**config.mk**
```make
export PLATFORM = sky130hd
export DESIGN_NAME = alu_outmux_top
export DESIGN_NICKNAME = d
export VERILOG_FILES = /design/src/verilog/alu_pkg.sv /design/src/verilog/alu_execute.sv /design/src/verilog/alu_outmux_top.sv /design/src/verilog/idb_result_mux.sv /design/src/verilog/idbs_decode.sv
export SDC_FILE = /design/constraint.sdc
export NUM_CORES = 1
export LEC_CHECK = 0
export BUFFER_PORTS_ARGS = -buffer_cell sky130_fd_sc_hd__buf_2
export CORE_ASPECT_RATIO = 1.5
export CORE_MARGIN = 2
export CORE_UTILIZATION = 35
export CTS_BUF_LIST = sky130_fd_sc_hd__clkbuf_2
export CTS_CLUSTER_DIAMETER = 50
export DETAILED_ROUTE_END_ITERATION = 16
export PLACE_DENSITY_LB_ADDON = 0.12
export SLEW_MARGIN = 20
export SYNTH_ARGS = -nofsm -noshare
export SYNTH_HDL_FRONTEND = slang
export SYNTH_SLANG_ARGS = --single-unit
```
**constraint.sdc**
```tcl
create_clock -name aluclk -period 2.5 [get_ports aluclk]
set_input_delay 0.125 -clock aluclk [delete_from_list [all_inputs] [get_ports aluclk]]
set_output_delay 0.125 -clock aluclk [all_outputs]
set_load 0.005 [all_outputs]
```
**src/verilog/alu_pkg.sv**
```systemverilog
// ==========================================================
// alu package
// shared types for the ALU output mux of the gate array:
// idb source codes, ALU ops, enable word, ALU register
// bundle and external bus sources
// ==========================================================

package alu_pkg;

  // native word of the machine, default for data_width
  localparam int word_w = 16;
  // byte lanes are fixed, so only a 16 bit word is legal
  localparam int byte_w = 8;

  // csidbs microcode field, source for idb in the next cycle
  typedef enum logic [4:0] {
    // A latch on alu_d2 high, F result on alu_d2 low
    IDBS_ALU   = 5'd0,
    // bit merge unit
    IDBS_BMG   = 5'd1,
    // high byte of the selected register
    IDBS_GPRH  = 5'd2,
    // data buffer register
    IDBS_DBR   = 5'd3,
    IDBS_ARG   = 5'd4,
    // status byte, zero extended
    IDBS_STS   = 5'd6,
    IDBS_BARG  = 5'd8,
    // F with bytes exchanged
    IDBS_SWAP  = 5'd9,
    // low byte of the selected register
    IDBS_GPRL  = 5'd10,
    // low byte sign extended
    IDBS_GPRS  = 5'd11,
    // ARG high byte over A low byte
    IDBS_AARG  = 5'd12,
    // ARG high byte over BARG low byte
    IDBS_ABARG = 5'd13
  } idbs_e;
  // codes 5, 7 and 14 to 31 select nothing and leave idb at zero

  // ALU function select
  typedef enum logic [2:0] {
    ALU_NOP,
    ALU_ADD,
    ALU_SUB,
    ALU_AND,
    ALU_OR,
    ALU_XOR,
    ALU_PASSA,
    ALU_PASSB
  } alu_op_e;

  // registered idb enables, zero or one-hot
  typedef struct packed {
    logic ea;
    logic ef;
    logic eaarg;
    logic eabarg;
    logic earg;
    logic ebarg;
    logic ebmg;
    logic edbr;
    logic egprh;
    logic egprl;
    logic egprs;
    logic ests;
    logic eswap;
  } idb_en_t;

  // ALU side registers seen by the result mux
  typedef struct packed {
    logic [word_w-1:0] a;
    logic [word_w-1:0] f;
    logic [word_w-1:0] arg;
    logic [word_w-1:0] barg;
  } alu_regs_t;

  // sources from outside the ALU
  typedef struct packed {
    logic [word_w-1:0] bmg;
    logic [word_w-1:0] dbr;
    logic [word_w-1:0] gpr;
    logic [byte_w-1:0] sts;
  } ext_src_t;

endpackage

```
**src/verilog/alu_execute.sv**
```systemverilog
// ==========================================================
// ALU execute
// function unit with the A latch, the F result register
// and the ARG and BARG argument registers
// ==========================================================

module alu_execute #(
  parameter int data_width = alu_pkg::word_w
) (
  input  logic                  aluclk,
  input  logic                  arst_n,
  input  alu_pkg::alu_op_e      alu_op,
  input  logic [data_width-1:0] opnd_a,
  input  logic [data_width-1:0] opnd_b,
  input  logic                  load_arg,
  input  logic                  load_barg,
  output alu_pkg::alu_regs_t    alu_regs
);

  import alu_pkg::*;

  // A latch and F result
  logic [data_width-1:0] a_q;
  logic [data_width-1:0] f_q;
  // argument registers
  logic [data_width-1:0] arg_q;
  logic [data_width-1:0] barg_q;
  // function output before F
  logic [data_width-1:0] alu_f;

  always_comb begin
    case (alu_op)
      // add and sub wrap at the word size
      ALU_ADD:   alu_f = opnd_a + opnd_b;
      ALU_SUB:   alu_f = opnd_a - opnd_b;
      ALU_AND:   alu_f = opnd_a & opnd_b;
      ALU_OR:    alu_f = opnd_a | opnd_b;
      ALU_XOR:   alu_f = opnd_a ^ opnd_b;
      ALU_PASSA: alu_f = opnd_a;
      ALU_PASSB: alu_f = opnd_b;
      // nop, F keeps its value
      default:   alu_f = f_q;
    endcase
  end

  // A and F load together on any real op
  always_ff @(posedge aluclk or negedge arst_n) begin
    if (!arst_n) begin
      a_q <= '0;
      f_q <= '0;
    end else if (alu_op != ALU_NOP) begin
      a_q <= opnd_a;
      f_q <= alu_f;
    end
  end

  // ARG takes the A operand
  always_ff @(posedge aluclk or negedge arst_n) begin
    if (!arst_n) begin
      arg_q <= '0;
    end else if (load_arg) begin
      arg_q <= opnd_a;
    end
  end

  // BARG takes the B operand
  always_ff @(posedge aluclk or negedge arst_n) begin
    if (!arst_n) begin
      barg_q <= '0;
    end else if (load_barg) begin
      barg_q <= opnd_b;
    end
  end

  // bundle for the result mux
  assign alu_regs.a    = a_q;
  assign alu_regs.f    = f_q;
  assign alu_regs.arg  = arg_q;
  assign alu_regs.barg = barg_q;

  // microcode must present a defined op once out of reset
  a_alu_op_known : assert property (
    @(posedge aluclk) disable iff (!arst_n)
    !$isunknown(alu_op)
  );

  // byte lanes downstream are fixed at 8 bits
  a_data_width_word : assert property (
    @(posedge aluclk) disable iff (!arst_n)
    data_width == word_w
  );

endmodule

```
**src/verilog/alu_outmux_top.sv**
```systemverilog
// ==========================================================
// ALU output mux top
// source decode, execute registers and the idb result
// mux; idb follows the select by one aluclk cycle
// ==========================================================

module alu_outmux_top #(
  parameter int data_width = alu_pkg::word_w
) (
  input  logic                       aluclk,
  input  logic                       arst_n,
  input  alu_pkg::idbs_e             csidbs,
  input  logic                       alu_d2,
  input  alu_pkg::alu_op_e           alu_op,
  input  logic [data_width-1:0]      opnd_a,
  input  logic [data_width-1:0]      opnd_b,
  input  logic                       load_arg,
  input  logic                       load_barg,
  input  alu_pkg::ext_src_t          ext_src,
  output logic [alu_pkg::word_w-1:0] idb
);

  import alu_pkg::*;

  // registered source enables
  idb_en_t   idb_en;
  // A, F, ARG and BARG
  alu_regs_t alu_regs;

  // csidbs field to one-hot strobes
  idbs_decode u_idbs_decode (
    .aluclk (aluclk),
    .arst_n (arst_n),
    .csidbs (csidbs),
    .alu_d2 (alu_d2),
    .idb_en (idb_en)
  );

  // function unit and argument registers
  alu_execute #(
    .data_width (data_width)
  ) u_alu_execute (
    .aluclk    (aluclk),
    .arst_n    (arst_n),
    .alu_op    (alu_op),
    .opnd_a    (opnd_a),
    .opnd_b    (opnd_b),
    .load_arg  (load_arg),
    .load_barg (load_barg),
    .alu_regs  (alu_regs)
  );

  // external sources go straight to the mux
  idb_result_mux u_idb_result_mux (
    .idb_en   (idb_en),
    .alu_regs (alu_regs),
    .ext_src  (ext_src),
    .idb      (idb)
  );

endmodule

```
**src/verilog/idb_result_mux.sv**
```systemverilog
// ==========================================================
// idb result mux
// builds the swapped, merged, byte selected and sign
// extended values and gates the enabled one onto idb
// ==========================================================

module idb_result_mux (
  input  alu_pkg::idb_en_t           idb_en,
  input  alu_pkg::alu_regs_t         alu_regs,
  input  alu_pkg::ext_src_t          ext_src,
  output logic [alu_pkg::word_w-1:0] idb
);

  import alu_pkg::*;

  // derived bus values
  logic [word_w-1:0] swap_val;
  logic [word_w-1:0] aarg_val;
  logic [word_w-1:0] abarg_val;
  logic [word_w-1:0] gprh_val;
  logic [word_w-1:0] gprl_val;
  logic [word_w-1:0] gprs_val;
  logic [word_w-1:0] sts_val;

  // F with high and low bytes exchanged
  assign swap_val = {alu_regs.f[byte_w-1:0], alu_regs.f[word_w-1:byte_w]};

  // ARG high byte kept, low byte from A or BARG
  assign aarg_val  = {alu_regs.arg[word_w-1:byte_w], alu_regs.a[byte_w-1:0]};
  assign abarg_val = {alu_regs.arg[word_w-1:byte_w], alu_regs.barg[byte_w-1:0]};

  // register bytes land in the low lane
  assign gprh_val = {{byte_w{1'b0}}, ext_src.gpr[word_w-1:byte_w]};
  assign gprl_val = {{byte_w{1'b0}}, ext_src.gpr[byte_w-1:0]};

  // bit 7 copied across the high byte
  assign gprs_val = {{byte_w{ext_src.gpr[byte_w-1]}}, ext_src.gpr[byte_w-1:0]};

  // status is a byte wide
  assign sts_val = {{byte_w{1'b0}}, ext_src.sts};

  // and-or gating as on the array, zero when nothing enabled
  always_comb begin
    idb = ({word_w{idb_en.ea}}     & alu_regs.a)
        | ({word_w{idb_en.ef}}     & alu_regs.f)
        | ({word_w{idb_en.earg}}   & alu_regs.arg)
        | ({word_w{idb_en.ebarg}}  & alu_regs.barg)
        | ({word_w{idb_en.eaarg}}  & aarg_val)
        | ({word_w{idb_en.eabarg}} & abarg_val)
        | ({word_w{idb_en.ebmg}}   & ext_src.bmg)
        | ({word_w{idb_en.edbr}}   & ext_src.dbr)
        | ({word_w{idb_en.egprh}}  & gprh_val)
        | ({word_w{idb_en.egprl}}  & gprl_val)
        | ({word_w{idb_en.egprs}}  & gprs_val)
        | ({word_w{idb_en.ests}}   & sts_val)
        | ({word_w{idb_en.eswap}}  & swap_val);
  end

endmodule

```
**src/verilog/idbs_decode.sv**
```systemverilog
// ==========================================================
// idb source decode
// turns the csidbs microcode field and the alu_d2 phase
// into one registered one-hot enable per idb source
// ==========================================================

module idbs_decode (
  input  logic            aluclk,
  input  logic            arst_n,
  input  alu_pkg::idbs_e  csidbs,
  input  logic            alu_d2,
  output alu_pkg::idb_en_t idb_en
);

  import alu_pkg::*;

  // next enable word, before the register
  idb_en_t en_d;

  always_comb begin
    en_d = '0;
    case (csidbs)
      IDBS_ALU: begin
        // phase picks A latch or F result
        if (alu_d2) begin
          en_d.ea = 1'b1;
        end else begin
          en_d.ef = 1'b1;
        end
      end
      IDBS_BMG: begin
        en_d.ebmg = 1'b1;
      end
      IDBS_GPRH: begin
        en_d.egprh = 1'b1;
      end
      IDBS_DBR: begin
        en_d.edbr = 1'b1;
      end
      IDBS_ARG: begin
        en_d.earg = 1'b1;
      end
      IDBS_STS: begin
        en_d.ests = 1'b1;
      end
      IDBS_BARG: begin
        en_d.ebarg = 1'b1;
      end
      IDBS_SWAP: begin
        en_d.eswap = 1'b1;
      end
      IDBS_GPRL: begin
        en_d.egprl = 1'b1;
      end
      IDBS_GPRS: begin
        en_d.egprs = 1'b1;
      end
      IDBS_AARG: begin
        en_d.eaarg = 1'b1;
      end
      IDBS_ABARG: begin
        en_d.eabarg = 1'b1;
      end
      default: begin
        // unused code, bus stays at zero
        en_d = '0;
      end
    endcase
  end

  // strobes hold for one full aluclk cycle
  always_ff @(posedge aluclk or negedge arst_n) begin
    if (!arst_n) begin
      idb_en <= '0;
    end else begin
      idb_en <= en_d;
    end
  end

  // never two sources on idb at once
  a_idb_en_onehot0 : assert property (
    @(posedge aluclk) disable iff (!arst_n)
    $onehot0(idb_en)
  );

endmodule
```
== Word level (Yosys, flattened, before mapping) ==
Index checks and enable logic that the tools add are counted.

* Input port bits: 101
* Bits in registers: 77
* Output and inout bits: 16

* Add/sub/neg operators: 2
* Reductions and logical operators: 4
* Mux-type cells: 15
* Bitwise operators: 28
* Eq/ne operators: 18

{| class="wikitable"
|+ Operators with widths
! kind !! count
|-
| OR 16 bit || 13
|-
| bitwise AND 16 bit || 11
|-
| one-hot mux 16 bit (7 select lines) || 1
|-
| bitwise AND 16 x 8 -> 16 bit || 3
|-
| == test 5 x 4 -> 1 bit, second input constant || 6
|-
| adder 16 bit || 1
|-
| subtractor 16 bit || 1
|-
| XOR 16 bit || 1
|-
| 2-to-1 mux 1 bit || 13
|-
| == test 3 bit, second input constant || 4
|-
| == test 5 x 2 -> 1 bit, second input constant || 2
|-
| == test 5 x 3 -> 1 bit, second input constant || 2
|-
| nonzero test 7 bit || 1
|-
| == test 3 x 2 -> 1 bit, second input constant || 2
|-
| == test 5 x 1 -> 1 bit, second input constant || 1
|-
| logical NOT 5 bit || 1
|-
| == test 3 x 1 -> 1 bit, second input constant || 1
|-
| nonzero test 3 bit || 1
|-
| 2-to-1 mux 2 bit || 1
|-
| AND reduction 2 bit || 1
|}

== Depth between registers and ports, before layout ==
* Word-level depth: 13
* Gate-level depth with buffers: 13
* Mapped depth without buffers: 13

== Modules after synthesis ==
A second synthesis with hierarchy kept.

* Cells, all modules: 634
* Area total of the unflattened synthesis: 5765.5 um^2

{| class="wikitable"
|+ Modules (own cells, without submodules)
! module !! area each (um^2) !! seq. area each (um^2) !! cells an instance !! times used
|-
| alu_execute || 4596.9 || 1601.5 || 499 || 1
|-
| idb_result_mux || 721.9 || 0.0 || 102 || 1
|-
| idbs_decode || 446.7 || 325.3 || 33 || 1
|}

== Worst setup path after synthesis ==
OpenSTA, ideal clock, no wires.

* Path kind: in2reg
* Start point: input alu_op[0]
* End point: register u_alu_execute.f_q[14]
* Arrival: 2.678 ns
* Stages on the path: 12
* Data required time: 2.369 ns
* Library setup time: 0.131 ns
* Path slack: -0.309 ns
* Cell sequence: buf_2 > buf_2 > nor3_2 > nor2_1 > xnor2_1 > ha_1 > nor2b_4 > o31a_4 > o311ai_4 > a31oi_1 > and3b_1 > or3_1

* Longest elaborated chain between the ends: 3
* Elaborated cells on any way between the ends: 11
* Those cells by class: 7 x eq/ne; 1 x mux; 3 x reduce/logical

{| class="wikitable"
|+ RTL lines
! item !! RTL line !! RTL
|-
| start: declaration || alu_outmux_top.sv:14 || <nowiki>input alu_pkg::alu_op_e alu_op,</nowiki>
|-
| == test 3 x 1 -> 1 bit (tied with other cells) || alu_execute.sv:32 || <nowiki>case (alu_op)</nowiki>
|-
| nonzero test 7 bit (no source line) || n/a ||
|-
| AND reduction 2 bit (no source line) || n/a ||
|-
| end signal: assignment || alu_execute.sv:53 || <nowiki>f_q <= alu_f;</nowiki>
|-
| end: declaration || alu_execute.sv:24 || <nowiki>logic [data_width-1:0] f_q;</nowiki>
|}

Several ways; a longest one is shown, not always the timed one.
A chain may end at the register's enable or synchronous reset.

== Worst setup path in the final report ==
* Start point: input opnd_b[2]
* End point: register u_alu_execute.f_q[14]

* Longest elaborated chain between the ends: 2
* Elaborated cells on any way between the ends: 3
* Those cells by class: 2 x add/sub; 1 x mux

{| class="wikitable"
|+ RTL lines
! item !! RTL line !! RTL
|-
| start: declaration || alu_outmux_top.sv:16 || <nowiki>input logic [data_width-1:0] opnd_b,</nowiki>
|-
| subtractor 16 bit / adder 16 bit (equally long branches) || alu_execute.sv:35, alu_execute.sv:34 ||
|-
| one-hot mux 16 bit (7 select lines) * || alu_execute.sv:32 ||
|}

Mark *: on every way between the ends. The rest lies on a longest branch, timed or not.

==> flow_summary.toml <==
[status]
status = "finished, final reports clean"

[job]
drv_cap = 0

[sta]
maxSlewHeadroom_pct = 52.9
hold_viol = 0
fin_crit_sh_pct = 97.0
period_minus_slack_ns = 2.43
whs_ns = 0.0768
setup_viol = 0
drv_slew = 0
rsz0062_at_grt = "false"
max_freq_ghz = 0.412
worst_slack_ns = 0.0739
tns_ns = 0
finClkSkew_ns = 0
worst_slew_pin_slew_ns = 0.707

[setup_path]
start_kind = "input pin"
crit_fanout = 5
critPathCaptureType = "flip-flop"
crit_required_ns = 2.94
crit_arrival_ns = 2.87
crit_path_max_incr_delay_ns = 0.55
cp_slowest_cell = "dlygate4sd3_1"
crit_type = "input pin to flip-flop"
worstPathCellList = "buf_2 > dlygate4sd3_1 > buf_4 > xnor2_1 > ha_1 > nor2b_4 > o31a_4 > o311ai_4 > a31oi_1 > and3b_1 > or3_1"

[route]
drtIter0Drc = 638
post-route-drc-count = 0
vias = 6111
ant_nets = 0
drt_wl_total_mm = 22.6
wl_per_cell_um = 21.3
dr.pass1.iters = 9
viasPerCell = 5.77

[power]
power.internal_uw = 2160
power.density_nw_per_um2 = 445
netSwitchingFraction_pct = 36.4
p_switching_uw = 1230
vdd_drop_max_v = 0.000193
finalPower_uw = 3390
seqPwrFrac_pct = 44.5
clock_power_share_pct = 22.0
leakagePower_uw = 0.00360
p_comb_share_pct = 33.5

[yosys]
synth_compound_area_share_pct = 24.5
synth_fa_ha_area_share_pct = 10.6
yosys-top-cells-area = "dfrtp_1 33%, ha_1 10%, mux2_2 7.3%, a21oi_1 4.5%, a222oi_1 4.3%"
synth-main-ff-cell = "dfrtp_1"
synth_top_family_by_area = "compound AO/OA/AOI/OAI gates"
synthTopCellsByCount = "77 x dfrtp_1, 53 x nor2_1, 52 x a21oi_1"
async_flop_share_pct = 100
ys_warn_count = 0
yosysMostFrequentCell = "dfrtp_1"
synth_mux_area_share_pct = 8.90
synth_top_area_share_pct = 32.9
ys_ff_latch = 77
synthSimpleGateAreaFrac_pct = 14.7
synth_top_cell_by_area = "dfrtp_1"
ys_seq_area_share_pct = 32.9
synth_edf_count = 0
synth_cells = 649
synth_nets = 799
synth_area_sq_um = 5850
syn_avg_cell_area_sq_um = 9.01
yosys.area_share.xor_xnor_pct = 2.85
synth.distinct_cells = 65

[floorplan]
rows = 57
core-area_sq_um = 16300
die-area_sq_um = 17800
fp.dieH_um = 162
die_width_um = 110
start_util_pct = 36.0
io_pins = 117

[cts]
root_buffer = "clkbuf_2"
clock_path_buffers = 2
cts_made_buffers = 9
post-cts-setup-buffers = 0
clkTransAtPathRegs_ns = 0.28
worstSkewPairLatency_ns = 0.51
htreeDepth = 3
tritoncts = "built"
clock_sinks = 77

[place]
dp_cells = 1000
io_buffers = 116
hpwl_mm = 17.8
gp_congestion = 0.914
pre_cts_slack_ns = -0.359

[finish]
drive_gt1_share_pct = 30.8
fin_nets = 997
stdcell_count = 1059
area_growth_pct = 30.5

[grt]
grt_usage_pct = 25.6
grt_overflow_total = 0
antenna_found_initial = 1
grt_pass1_wl_mm = 34.4
grt_pass1_vias = 6050
grt_max_degree = 41

[hold_path]
hp-class = "input pin to async pin"
-- worst paths after layout --
path / cells after the start / to / slack [ns] / startpoint
max: 11 / u_alu_execute.f_q[14] / 0.07 / opnd_b[2]
min: 2 / u_idbs_decode.idb_en[5] / 0.08 / arst_n
max reg2reg: 5 / u_alu_execute.f_q[12] / 1.00 / u_alu_execute.f_q[12]
min reg2reg: 2 / u_alu_execute.a_q[12] / 0.52 / u_alu_execute.a_q[12]
max in group asynchronous: 3 / u_alu_execute.barg_q[6] / 1.76 / arst_n
min in group aluclk: 4 / u_alu_execute.barg_q[4] / 0.09 / opnd_b[4]
-- flip-flops by register name, indices dropped and copies added (netlist names) --
name and flops:
u_alu_execute.arg_q 16, u_alu_execute.barg_q 16, u_alu_execute.a_q 16, u_alu_execute.f_q 16, u_idbs_decode.idb_en 13
-- cell usage in the layout, fill, tap and decap left out, drive strengths merged, types with 6 or more instances in the layout --
cell,count
a211oi,6
a21o,8
a21oi,52
a221oi,16
a222oi,25
a22o,11
a22oi,13
a31oi,6
buf,186
clkbuf,9
dfrtp,77
dlygate4sd3,42
ha,48
inv,45
mux2,38
mux2i,7
nand2,46
nand3,18
nand4,10
nor2,53
nor2b,6
nor3,8
o21ai,30
o22ai,8
or3,7
xnor2,16
-- final cells by class --
class	instances	area (sq um)
fillers	1610	8630
diodes	1	2.50
well taps	206	258
clock buffers	9	45.0
repair buffers	228	1540
clock inverters	7	80.1
multi-input cells	490	3620
inverters	41	154
flip-flops and latches	77	1930
-- worst max-delay path: cells and delay by family --
kind                       cells  cell delay, ns
AOI/OAI and AO/OA              3            0.76
buffers and inverters          3            0.84
and+or+nand+nor                3            0.68
xor gates and xnor gates       1            0.19
adders and majority gates      1            0.27
-- timing repair --
action / CTS / global route
hold buffers: 42 / 0
hold endpoints to repair: 133 / 0
endpoints found under the setup margin: 0 / 8
gates resized for setup: 0 / 5
-- through the flow --
step,instance area [sq um],util (%)
CTS,7610,46.8
floorplan,5880,-
finish,7630,46.9
global route,7630,46.9
detailed placement,7070,43.5
global placement,7070,43.5
-- power by group through the flow --
stage / Sequential, uW / Combinational [uW] / Clock [uW]
after floorplan: 1440 / 616 / 0
after global placement: 1530 / 1050 / 0
after detailed placement: 1530 / 1080 / 0
after CTS: 1510 / 1130 / 776
after global routing: 1520 / 1250 / 820
final: 1510 / 1140 / 747
-- metal layers --
layer	global-route usage, %	wire (um)	up-vias
met5	0	0	-
met4	9.67	794	0
met3	3.53	1280	46
met2	44.7	11600	232
met1	31.4	8910	3002
li1	-	-	2831
-- cell families (layout without fill, tap and decap cells) --
logic type,count (synthesis),count (layout)
AOI/OAI and AO/OA,200,200
adders and majority gates,49,49
buffers and inverters,82,285
and+or+nand+nor,176,176
xor gates and xnor gates,19,19
other,0,1
muxes,46,46
DFF,77,77
No activity file was read; power rests on OpenSTA's default activity.
